===== src/common/axi_ll_pkg.sv =====
//////////////////////////////////////////////////////////////////////
// AXI write logic link shared definitions
// Field widths, packed channel words, PHY bit positions and link
// defaults for the write-side master
//////////////////////////////////////////////////////////////////////

`default_nettype none

package axi_ll_pkg;

  // AXI field widths
  localparam int ID_W    = 4;
  localparam int ADDR_W  = 32;
  localparam int LEN_W   = 8;
  localparam int SIZE_W  = 3;
  localparam int BURST_W = 2;
  localparam int DATA_W  = 32;
  localparam int STRB_W  = 4;
  localparam int RESP_W  = 2;

  // Packed channel words, fields listed msb first
  // AW is id, size, len, burst, addr
  localparam int AW_WORD_W = ID_W + SIZE_W + LEN_W + BURST_W + ADDR_W;
  // W is id, data, strb, last
  localparam int W_WORD_W  = ID_W + DATA_W + STRB_W + 1;
  // B is id, resp
  localparam int B_WORD_W  = ID_W + RESP_W;

  // Transmit PHY word, bit 0 upward
  localparam int TX_AW_PUSH_BIT = 0;
  localparam int TX_W_PUSH_BIT  = 1;
  localparam int TX_B_CRED_BIT  = 2;
  localparam int TX_AW_WORD_LSB = 3;
  localparam int TX_W_WORD_LSB  = TX_AW_WORD_LSB + AW_WORD_W;
  localparam int TX_PHY_W       = TX_W_WORD_LSB + W_WORD_W;

  // Receive PHY word, bit 0 upward
  localparam int RX_AW_CRED_BIT = 0;
  localparam int RX_W_CRED_BIT  = 1;
  localparam int RX_B_PUSH_BIT  = 2;
  localparam int RX_B_WORD_LSB  = 3;
  localparam int RX_PHY_W       = RX_B_WORD_LSB + B_WORD_W;

  // Link defaults
  localparam int CRED_W       = 8;
  localparam int B_FIFO_DEPTH = 8;
  localparam int DELAY_W      = 16;

endpackage

`default_nettype wire


===== src/hdl/ll_auto_sync.sv =====
//////////////////////////////////////////////////////////////////////
// Link online qualifier
// Holds off the rise of each online flag by a programmed cycle count
//////////////////////////////////////////////////////////////////////

`timescale 1ns/10ps
`default_nettype none

module ll_auto_sync
  import axi_ll_pkg::*;
(
  input  logic               clk_wr,
  input  logic               rst_n,
  input  logic               tx_online,
  input  logic               rx_online,
  input  logic [DELAY_W-1:0] delay_x_value,
  input  logic [DELAY_W-1:0] delay_y_value,
  output logic               tx_online_delay,
  output logic               rx_online_delay
);

  // Index 0 is the tx side, index 1 the rx side
  logic [1:0]         online;
  logic [1:0]         online_q;
  logic [DELAY_W-1:0] delay_val [2];
  logic [DELAY_W-1:0] cnt       [2];

  assign online       = {rx_online, tx_online};
  assign delay_val[0] = delay_x_value;
  assign delay_val[1] = delay_y_value;

  // Reload while down, count while up, flag at zero
  always_ff @(posedge clk_wr or negedge rst_n) begin
    if (!rst_n) begin
      for (int i = 0; i < 2; i++) begin
        cnt[i] <= '0;
      end
      online_q <= '0;
    end else begin
      for (int i = 0; i < 2; i++) begin
        if (!online[i]) begin
          cnt[i]      <= delay_val[i];
          online_q[i] <= 1'b0;
        end else begin
          if (cnt[i] != '0) begin
            cnt[i] <= cnt[i] - 1'b1;
          end
          online_q[i] <= (cnt[i] == '0);
        end
      end
    end
  end

  assign tx_online_delay = online_q[0];
  assign rx_online_delay = online_q[1];

endmodule

`default_nettype wire


===== src/ll_transmit/ll_transmit.sv =====
//////////////////////////////////////////////////////////////////////
// Logic link transmit stage
// Credit gated one entry stage for a single channel, sends each
// accepted item as a one cycle pushbit on the next cycle
//////////////////////////////////////////////////////////////////////

`timescale 1ns/10ps
`default_nettype none

module ll_transmit
  import axi_ll_pkg::*;
#(
  parameter int WIDTH = AW_WORD_W
) (
  input  logic              clk_wr,
  input  logic              rst_n,
  input  logic              tx_online,
  input  logic              rx_online,
  input  logic [CRED_W-1:0] init_credit,
  input  logic              user_valid,
  input  logic [WIDTH-1:0]  user_data,
  input  logic              rx_credit,
  output logic              user_ready,
  output logic [WIDTH-1:0]  tx_data,
  output logic              tx_pushbit
);

  logic              online;
  logic              online_q;
  logic              accept;
  logic [CRED_W-1:0] cred_cnt;
  logic [WIDTH-1:0]  stage_data;

  assign online = tx_online & rx_online;

  // Stage drains every cycle, so only credit and link state gate ready
  assign user_ready = online & (cred_cnt != '0);
  assign accept     = user_valid & user_ready;

  //////////////////////////////////////////////////////////////////////
  // Credit counter

  always_ff @(posedge clk_wr or negedge rst_n) begin
    if (!rst_n) begin
      online_q <= 1'b0;
      cred_cnt <= '0;
    end else begin
      online_q <= online;
      if (!online) begin
        cred_cnt <= '0;
      end else if (!online_q) begin
        // Link just came up
        cred_cnt <= init_credit;
      end else begin
        case ({rx_credit, accept})
          2'b10:   cred_cnt <= cred_cnt + 1'b1;
          2'b01:   cred_cnt <= cred_cnt - 1'b1;
          default: cred_cnt <= cred_cnt;
        endcase
      end
    end
  end

  //////////////////////////////////////////////////////////////////////
  // Staging register

  always_ff @(posedge clk_wr or negedge rst_n) begin
    if (!rst_n) begin
      tx_pushbit <= 1'b0;
    end else begin
      tx_pushbit <= accept;
    end
  end

  always_ff @(posedge clk_wr) begin
    if (accept) begin
      stage_data <= user_data;
    end
  end

  assign tx_data = stage_data;

endmodule

`default_nettype wire


===== src/ll_receive/ll_receive.sv =====
//////////////////////////////////////////////////////////////////////
// Logic link receive FIFO
// First word fall through buffer for one channel, returns a credit
// pulse to the far side for every entry popped
//////////////////////////////////////////////////////////////////////

`timescale 1ns/10ps
`default_nettype none

module ll_receive
  import axi_ll_pkg::*;
#(
  parameter int WIDTH = B_WORD_W,
  parameter int DEPTH = B_FIFO_DEPTH
) (
  input  logic             clk_wr,
  input  logic             rst_n,
  input  logic             rx_online,
  input  logic [WIDTH-1:0] rx_data,
  input  logic             rx_pushbit,
  input  logic             user_ready,
  output logic             user_valid,
  output logic [WIDTH-1:0] user_data,
  output logic             tx_credit
);

  localparam int PTR_W = (DEPTH > 1) ? $clog2(DEPTH) : 1;
  localparam int CNT_W = $clog2(DEPTH + 1);

  logic [WIDTH-1:0] mem [DEPTH];
  logic [PTR_W-1:0] wr_ptr;
  logic [PTR_W-1:0] rd_ptr;
  logic [CNT_W-1:0] count;
  logic             full;
  logic             push;
  logic             pop;

  assign full = (count == CNT_W'(DEPTH));

  // Far side never pushes without credit, full only guards the array
  assign push = rx_online & rx_pushbit & ~full;

  // Head entry shown directly
  assign user_valid = rx_online & (count != '0);
  assign user_data  = mem[rd_ptr];
  assign pop        = user_valid & user_ready;

  //////////////////////////////////////////////////////////////////////
  // Pointers, count and credit return

  always_ff @(posedge clk_wr or negedge rst_n) begin
    if (!rst_n) begin
      wr_ptr    <= '0;
      rd_ptr    <= '0;
      count     <= '0;
      tx_credit <= 1'b0;
    end else begin
      tx_credit <= pop;
      if (!rx_online) begin
        // Flush while the link is down
        wr_ptr <= '0;
        rd_ptr <= '0;
        count  <= '0;
      end else begin
        if (push) begin
          wr_ptr <= (wr_ptr == PTR_W'(DEPTH - 1)) ? '0 : wr_ptr + 1'b1;
        end
        if (pop) begin
          rd_ptr <= (rd_ptr == PTR_W'(DEPTH - 1)) ? '0 : rd_ptr + 1'b1;
        end
        case ({push, pop})
          2'b10:   count <= count + 1'b1;
          2'b01:   count <= count - 1'b1;
          default: count <= count;
        endcase
      end
    end
  end

  //////////////////////////////////////////////////////////////////////
  // Storage

  always_ff @(posedge clk_wr) begin
    if (push) begin
      mem[wr_ptr] <= rx_data;
    end
  end

endmodule

`default_nettype wire


===== src/hdl/axi_wr_ll_master.sv =====
//////////////////////////////////////////////////////////////////////
// AXI write master over a credit based logic link
// Tunnels AW and W to the far side and brings B back through a FIFO,
// all carried in one tx PHY word and one rx PHY word
//////////////////////////////////////////////////////////////////////

`timescale 1ns/10ps
`default_nettype none

module axi_wr_ll_master
  import axi_ll_pkg::*;
(
  input  logic                clk_wr,
  input  logic                rst_n,

  // Link control
  input  logic                tx_online,
  input  logic                rx_online,
  input  logic [CRED_W-1:0]   init_aw_credit,
  input  logic [CRED_W-1:0]   init_w_credit,
  input  logic [DELAY_W-1:0]  delay_x_value,
  input  logic [DELAY_W-1:0]  delay_y_value,

  // PHY words
  output logic [TX_PHY_W-1:0] tx_phy,
  input  logic [RX_PHY_W-1:0] rx_phy,

  // AW channel
  input  logic [ID_W-1:0]     awid,
  input  logic [SIZE_W-1:0]   awsize,
  input  logic [LEN_W-1:0]    awlen,
  input  logic [BURST_W-1:0]  awburst,
  input  logic [ADDR_W-1:0]   awaddr,
  input  logic                awvalid,
  output logic                awready,

  // W channel
  input  logic [ID_W-1:0]     wid,
  input  logic [DATA_W-1:0]   wdata,
  input  logic [STRB_W-1:0]   wstrb,
  input  logic                wlast,
  input  logic                wvalid,
  output logic                wready,

  // B channel
  output logic [ID_W-1:0]     bid,
  output logic [RESP_W-1:0]   bresp,
  output logic                bvalid,
  input  logic                bready
);

  logic                  tx_online_delay;
  logic                  rx_online_delay;

  logic [AW_WORD_W-1:0]  aw_word;
  logic [AW_WORD_W-1:0]  aw_tx_data;
  logic                  aw_pushbit;
  logic                  aw_credit;

  logic [W_WORD_W-1:0]   w_word;
  logic [W_WORD_W-1:0]   w_tx_data;
  logic                  w_pushbit;
  logic                  w_credit;

  logic [B_WORD_W-1:0]   b_rx_data;
  logic [B_WORD_W-1:0]   b_word;
  logic                  b_pushbit;
  logic                  b_credit;

  //////////////////////////////////////////////////////////////////////
  // Link bring-up

  ll_auto_sync sync0 (
    .clk_wr          (clk_wr),
    .rst_n           (rst_n),
    .tx_online       (tx_online),
    .rx_online       (rx_online),
    .delay_x_value   (delay_x_value),
    .delay_y_value   (delay_y_value),
    .tx_online_delay (tx_online_delay),
    .rx_online_delay (rx_online_delay)
  );

  //////////////////////////////////////////////////////////////////////
  // Channel packing

  assign aw_word = {awid, awsize, awlen, awburst, awaddr};
  assign w_word  = {wid, wdata, wstrb, wlast};
  assign {bid, bresp} = b_word;

  //////////////////////////////////////////////////////////////////////
  // Logic link channels

  ll_transmit #(.WIDTH(AW_WORD_W)) aw_tx0 (
    .clk_wr      (clk_wr),
    .rst_n       (rst_n),
    .tx_online   (tx_online_delay),
    .rx_online   (rx_online_delay),
    .init_credit (init_aw_credit),
    .user_valid  (awvalid),
    .user_data   (aw_word),
    .rx_credit   (aw_credit),
    .user_ready  (awready),
    .tx_data     (aw_tx_data),
    .tx_pushbit  (aw_pushbit)
  );

  ll_transmit #(.WIDTH(W_WORD_W)) w_tx0 (
    .clk_wr      (clk_wr),
    .rst_n       (rst_n),
    .tx_online   (tx_online_delay),
    .rx_online   (rx_online_delay),
    .init_credit (init_w_credit),
    .user_valid  (wvalid),
    .user_data   (w_word),
    .rx_credit   (w_credit),
    .user_ready  (wready),
    .tx_data     (w_tx_data),
    .tx_pushbit  (w_pushbit)
  );

  // Far side gets B_FIFO_DEPTH credits implicitly once online
  ll_receive #(.WIDTH(B_WORD_W), .DEPTH(B_FIFO_DEPTH)) b_rx0 (
    .clk_wr     (clk_wr),
    .rst_n      (rst_n),
    .rx_online  (rx_online_delay),
    .rx_data    (b_rx_data),
    .rx_pushbit (b_pushbit),
    .user_ready (bready),
    .user_valid (bvalid),
    .user_data  (b_word),
    .tx_credit  (b_credit)
  );

  //////////////////////////////////////////////////////////////////////
  // PHY words

  assign aw_credit = rx_phy[RX_AW_CRED_BIT];
  assign w_credit  = rx_phy[RX_W_CRED_BIT];
  assign b_pushbit = rx_phy[RX_B_PUSH_BIT];
  assign b_rx_data = rx_phy[RX_B_WORD_LSB +: B_WORD_W];

  // W word on top, then AW word, then the three control bits
  assign tx_phy = {w_tx_data, aw_tx_data, b_credit, w_pushbit, aw_pushbit};

endmodule

`default_nettype wire


===== config.mk =====
export PLATFORM = sky130hd
export DESIGN_NAME = axi_wr_ll_master
export DESIGN_NICKNAME = d
export VERILOG_FILES = /design/src/common/axi_ll_pkg.sv /design/src/hdl/ll_auto_sync.sv /design/src/ll_transmit/ll_transmit.sv /design/src/ll_receive/ll_receive.sv /design/src/hdl/axi_wr_ll_master.sv
export SDC_FILE = /design/constraint.sdc
export NUM_CORES = 1
export LEC_CHECK = 0
export BUFFER_PORTS_ARGS = -buffer_cell sky130_fd_sc_hd__clkbuf_2
export CORE_MARGIN = 1
export CORE_UTILIZATION = 51
export CTS_CLUSTER_DIAMETER = 30
export DETAILED_ROUTE_END_ITERATION = 6
export PLACE_DENSITY_LB_ADDON = 0.05
export SLEW_MARGIN = 30
export SYNTH_ARGS = -nofsm -noshare
export SYNTH_HDL_FRONTEND = slang
export SYNTH_HIERARCHICAL = 1
export SYNTH_SLANG_ARGS = --single-unit

===== constraint.sdc =====
create_clock -name clk_wr -period 5.4 [get_ports clk_wr]
set_input_delay 0.81 -clock clk_wr [delete_from_list [all_inputs] [get_ports clk_wr]]
set_output_delay 0.81 -clock clk_wr [all_outputs]
set_load 0.05 [all_outputs]

Word-level counts from Yosys, hierarchy flattened
Memory sizes are Yosys's and may differ from the RTL's.
Cells that the tools add are included.
{ "classes": {"add_sub_neg": 10, "n_eq_ne": 16, "muxes": 22, "bitwise_logic": 10, "reduce_logical": 7} }
{ "ops": {"columns": ["op", "count"], "rows": [
  ["16-bit 2-to-1 mux", 4],
  ["16-bit zero test", 2],
  ["8-bit 2-to-1 mux", 4],
  ["8-bit case mux with 2 select lines", 2],
  ["16-bit nonzero test", 2],
  ["16-bit by 1-bit subtractor with 16-bit output (second input constant)", 2],
  ["3-bit 2-to-1 mux", 6],
  ["8-bit by 1-bit adder with 8-bit output (second input constant)", 2],
  ["8-bit nonzero test", 2],
  ["8-bit by 1-bit subtractor with 8-bit output (second input constant)", 2],
  ["1-bit bitwise AND", 9],
  ["2-bit by 1-bit != test with 1-bit output (second input constant)", 4],
  ["4-bit != test (second input constant)", 2],
  ["4-bit case mux with 2 select lines", 1],
  ["3-bit by 1-bit adder with 3-bit output (second input constant)", 2],
  ["2-bit by 1-bit equality test with 1-bit output (second input constant)", 3],
  ["2-bit equality test (second input constant)", 3],
  ["3-bit equality test (second input constant)", 2],
  ["4-bit by 1-bit adder with 4-bit output (second input constant)", 1],
  ["4-bit equality test (second input constant)", 1],
  ["1-bit 2-to-1 mux", 4],
  ["4-bit 2-to-1 mux", 1],
  ["4-bit nonzero test", 1],
  ["4-bit by 1-bit subtractor with 4-bit output (second input constant)", 1],
  ["2 further kinds", 2]
]} }
{ "totals": {"reg_bits": 154, "ram_bits": 48, "output_inout_bits": 102, "n_memories": 1} }
{ "memory_table": {"columns": ["name", "words", "word_bits", "read_ports", "rd_ports_with_merged_regs", "wr", "line", "text"], "rows": [
  ["b_rx0.mem", 8, 6, 1, 0, 1, "ll_receive.sv:30", "logic [WIDTH-1:0] mem [DEPTH];"]
]} }

Longest topological paths before layout
{ "depth": {"depth_word": 7, "ltp_mapped": 11, "depth_no_buf": 11} }

Hierarchy
Netlist, hierarchy kept.
{ "by_module_without_submodules": {"columns": ["mod", "n_inst", "cells_per_inst", "area_each_um2", "seq_area_each_um2"], "rows": [
  ["ll_receive", 1, 154, 2602.5, 1716.6],
  ["ll_transmit (aw_tx0)", 1, 138, 2267.2, 1721.7],
  ["ll_transmit (w_tx0)", 1, 130, 2026.9, 1481.4],
  ["ll_auto_sync", 1, 206, 1933.1, 850.8],
  ["axi_wr_ll_master", 1, 3, 22.5, 0.0]
]} }

Worst setup path before layout
OpenSTA, ideal clock, no wires.
{ "synth_timing": {"path_kind": "register to register", "startpoint": "register sync0.online_q[1]", "endpoint": "register aw_tx0.cred_cnt[5]", "setup_ns": 0.087, "arrival_time_ns": 4.639, "required_time_ns": 5.313, "setup_slack_ns": 0.674, "stages_incl_launch_ff": 11, "path_buffers": 0, "path_cell_list": "dfrtp_1 -> nand2_1 -> a21oi_1 -> and2_1 -> ha_1 -> ha_1 -> a211oi_2 -> nor2_1 -> or4b_1 -> a41o_1 -> a211oi_2"} }
{ "synth_between": {"elab_chain_cells": 7} }
{ "synth_lines": {"columns": ["item", "line", "text"], "rows": [
  ["from (decl)", "ll_auto_sync.sv:24", "logic [1:0] online_q;"],
  ["from (signal, indexed assignment)", "ll_auto_sync.sv:48", "online_q[i] <= (cnt[i] == '0);"],
  ["1-bit bitwise AND *", "ll_transmit.sv:34", "assign online = tx_online & rx_online;"],
  ["1-bit bitwise AND *", "ll_transmit.sv:37", "assign user_ready = online & (cred_cnt != '0);"],
  ["named net awready", "axi_wr_ll_master.sv:35", "output logic awready,"],
  ["1-bit bitwise AND *", "ll_transmit.sv:38", "assign accept = user_valid & user_ready;"],
  ["named net aw_tx0.accept", "ll_transmit.sv:30", "logic accept;"],
  ["2-bit by 1-bit equality test with 1-bit output / 2-bit equality test (equally long branches)", "ll_transmit.sv:55", "case ({rx_credit, accept})"],
  ["8-bit case mux with 2 select lines", "ll_transmit.sv:55", null],
  ["8-bit 2-to-1 mux", "ll_transmit.sv:51", "end else if (!online_q) begin"],
  ["8-bit 2-to-1 mux", "ll_transmit.sv:49", "if (!online) begin"],
  ["to (signal assigned)", "ll_transmit.sv:53", "cred_cnt <= init_credit;"],
  ["to (signal assigned)", "ll_transmit.sv:56", "2'b10: cred_cnt <= cred_cnt + 1'b1;"],
  ["to (signal assigned)", "ll_transmit.sv:57", "2'b01: cred_cnt <= cred_cnt - 1'b1;"],
  ["to (decl)", "ll_transmit.sv:31", "logic [CRED_W-1:0] cred_cnt;"]
]} }
The timed path passes the listed nets; every way through them passes the cells marked *.
A chain may end at the register's enable or synchronous reset.

Worst setup path after layout
{ "layout_timing": {"startpoint": "register sync0.online_q[1]", "endpoint": "register aw_tx0.cred_cnt[5]"} }
{ "layout_between": {"elab_chain_cells": 7} }
{ "layout_lines": {"columns": ["item", "line"], "rows": [
  ["1-bit bitwise AND *", "ll_transmit.sv:34"],
  ["1-bit bitwise AND *", "ll_transmit.sv:37"],
  ["1-bit bitwise AND *", "ll_transmit.sv:38"],
  ["named net aw_tx0.accept", "ll_transmit.sv:30"],
  ["2-bit by 1-bit equality test with 1-bit output / 2-bit equality test (equally long branches)", "ll_transmit.sv:55"],
  ["8-bit case mux with 2 select lines", "ll_transmit.sv:55"],
  ["8-bit 2-to-1 mux", "ll_transmit.sv:51"],
  ["8-bit 2-to-1 mux", "ll_transmit.sv:49"]
]} }
Marked as above.

==> metrics.yaml <==
power_and_ir_drop:
  power.static_leakage_nw: 4.874
  p_clk_share_pct: 56.8
  sw_frac_of_total_pct: 20.07
  seqPwrFrac_pct: 39.5
  ir_drop_uv: 245.3
  p_sw_w: 0.0008747
  p_int_w: 0.003484
  p_comb_share_pct: 3.7
  p_per_area_nw_per_um2: 372.2
worst_setup_path:
  cp.required_ps: 5800
  crit_type: "reg2reg"
  critPathCaptureType: "register"
  crit_path_start_kind: "register"
  crit_arrival_ps: 3950
  crit_fanout: 20
synth:
  syn_avg_cell_area_sq_um: 14.03
  synth-simple-area-share_pct: 12.07
  yosys.area_share.adder_pct: 3.788
  synth-edff-count: 138
  synthFlopType: "edfxtp_1"
  synth_top_family_by_area: "simple AND/OR/NAND/NOR gates"
  syn-num-nets: 810
  netlist_instances: 631
  synth_top_area_cell: "edfxtp_1"
  synth.area.mux_share_pct: 5.795
  synth_compound_area_share_pct: 8.283
  ys_seq_area_share_pct: 65.19
  synth_xor_area_share_pct: 2.473
  syn_area_sq_um: 8852
  synth_cell_types: 64
  async_reset_ff_share_pct: 32.02
  synth_top_area_share_pct: 46.81
  synth_area_leaders: "edfxtp_1 (47%), dfrtp_1 (18%), ha_1 (3.1%)"
  ys_warn_count: 6
  ys_ff_latch: 203
placement:
  dp_hpwl_um: 13280
  place.gp.congestion: 0.9034
  port-buffer-count: 255
timing:
  max_slew.worst_pin.slew_ps: 888.2
  relSlewSlack_pct: 40.33
  fmax_ghz: 0.2813
  min_period_ps: 3555
  clock_skew_ps: 22.68
  finalSetupTns_ps: 0
  rsz0062_at_grt: "false"
  hold_viol_final: 0
  setup_viol: 0
  finalMaxSlewViolations: 0
  fin_crit_sh_pct: 65.83
floorplan:
  die_h_um: 133.7
  rows: 47
  ioPinCount: 256
  coreArea_sq_um: 16760
  die_area_sq_um: 17890
  die_w_um: 133.7
  initial_core_util_pct: 52.82
finish:
  final_util_pct: 69.88
  final_common_cell: "clkbuf_2"
  nets: 1087
  n_antenna_cell: 0
  mostFrequentLayoutCells: "clkbuf_2 (254), edfxtp_1 (138), dfrtp_1 (65), nor2_1 (61), clkbuf_16 (40)"
  layout-drive-gt1-share_pct: 39.34
  area_growth_pct: 32.30
global_routing:
  gr-total-overflow: 0
  grtUsageTotal_pct: 21.37
  grt_antenna_before_repair: 0
  grt_pass1_vias: 6182
  grt_first_pass_wirelength_um: 30240
  grt_max_degree: 66
routing:
  drtIter0Drc: 259
  num_vias: 6189
  first_pass_iters: 5
  drt_wl_total_um: 18940
  drcViolationCount: 0
  avgViaCountPerCell: 5.345
  ant_nets: 0
  routedWlPerCell_um: 16.35
clock_network:
  cts_resized: 0
  ctsRootBufferMaster: "clkbuf_16"
  post_cts_buffers: 0
  cts_tree: "done"
  cts_buffers: 40
  postCtsHoldBufs: 0
  clock_latency_ps: 510
  clk_pin_slew_ps: 50
  cts_sinks: 203
  clock_path_buffers: 3
  htree_levels: 2
run_status:
  status: "finished, final reports clean"
job:
  cap_violations: 0
worst_hold_path:
  hold_path.class: "in2reg"
-- power groups by stage --
stage / clock network [W] / registers, W / logic, W
floorplan: 0 / 0.00174 / 0.0000779
global placement: 0 / 0.00175 / 0.000153
detailed placement: 0 / 0.00175 / 0.000160
CTS: 0.00252 / 0.00172 / 0.000162
global route: 0.00260 / 0.00173 / 0.000180
finish: 0.00248 / 0.00172 / 0.000160
-- worst max-delay path: stages, from the launching register on --
cell      delay (ps)
dfrtp_1          680
nand2_1          420
a21oi_1          270
and2_2           180
ha_1             330
ha_1             320
a211oi_2         210
nor2_1           120
or4b_1           490
a41o_1           230
a211oi_2         200
-- sequential cells by signal, summed over array words and instances, names as in the netlist --
name / flops
aw_tx0/cred_cnt: 8
aw_tx0/online_q: 1
aw_tx0/tx_data: 49
aw_tx0/tx_pushbit: 1
b_rx0/count: 4
b_rx0/mem: 48
b_rx0/rd_ptr: 3
b_rx0/tx_credit: 1
b_rx0/wr_ptr: 3
sync0/cnt: 32
sync0/online_q: 2
w_tx0/cred_cnt: 8
w_tx0/online_q: 1
w_tx0/tx_data: 41
w_tx0/tx_pushbit: 1
-- per-layer routing --
metal  GRT usage, %  share of wire, %  vias up  routed length, um
met5              0                 0        -                  0
met4          7.891               2.3        0                438
met3          5.251               5.9       35               1108
met2          36.15                51      202               9746
met1          26.58                40     2993               7645
li1               -                 -     2959                  -
-- cell usage after synthesis (13+ instances only) --
| cell type | count |
|---|---|
| edfxtp_1 | 138 |
| inv_1 | 22 |
| nor2_1 | 61 |
| nor2b_1 | 13 |
| o21ai_0 | 15 |
| xnor2_1 | 17 |
| nand2_1 | 32 |
| mux2i_1 | 13 |
| nor3_1 | 19 |
| dfrtp_1 | 65 |
| a21oi_1 | 25 |
| a211oi_1 | 19 |
| ha_1 | 22 |
-- layout make-up --
| type | instances | area, sq um |
|---|---|---|
| inverter | 22 | 82.58 |
| clock buffer | 48 | 1041 |
| timing repair buffer | 259 | 1306 |
| clock inverter | 24 | 327.8 |
| sequential | 203 | 5771 |
| tap | 220 | 275.3 |
| multi-input combinational | 382 | 2908 |
| fill | 1209 | 5049 |
-- through the flow --
step	total power [W]	std cells	hold slack, ps	area, sq um	setup WS [ps]
final	0.004359	1158	473.6	11710	1845
after global routing	0.004504	1158	453.6	11710	1397
after CTS	0.004407	1158	451.7	11700	1814
after detailed placement	0.001910	1086	542.6	10330	1810
after global placement	0.001901	1086	535.9	10320	1945
after floorplan	0.001822	631	514.4	8852	674.0
-- final timing paths --
check                                             from                        endpoint  slack (ps)  cells past startpoint
max                        sync0/online_q[1]$_DFF_PN0_  aw_tx0/cred_cnt[5]$_DFFE_PN0P_        1850                     10
min                                           wdata[4]      w_tx0/tx_data[9]$_DFFE_PN_         470                      1
max reg2reg                sync0/online_q[1]$_DFF_PN0_  aw_tx0/cred_cnt[5]$_DFFE_PN0P_        1850                     10
min reg2reg                  sync0/cnt[27]$_DFFE_PN0N_       sync0/cnt[27]$_DFFE_PN0N_         560                      2
max in group asynchronous                        rst_n  aw_tx0/cred_cnt[4]$_DFFE_PN0P_        4310                      2
min in group asynchronous                        rst_n       sync0/cnt[12]$_DFFE_PN0N_         500                      2
-- logic make-up (layout without fill, tap and decap cells) --
kind of cell               after synthesis  count (layout)
xor gates and xnor gates                25              25
muxes                                   35              35
AOI/OAI and AO/OA                      104             104
DFF                                    203             203
and+or+nand+nor                        193             193
buffers and inverters                   46             353
adders and majority gates               25              25
Note: power is estimated with default switching activity, not from simulation.
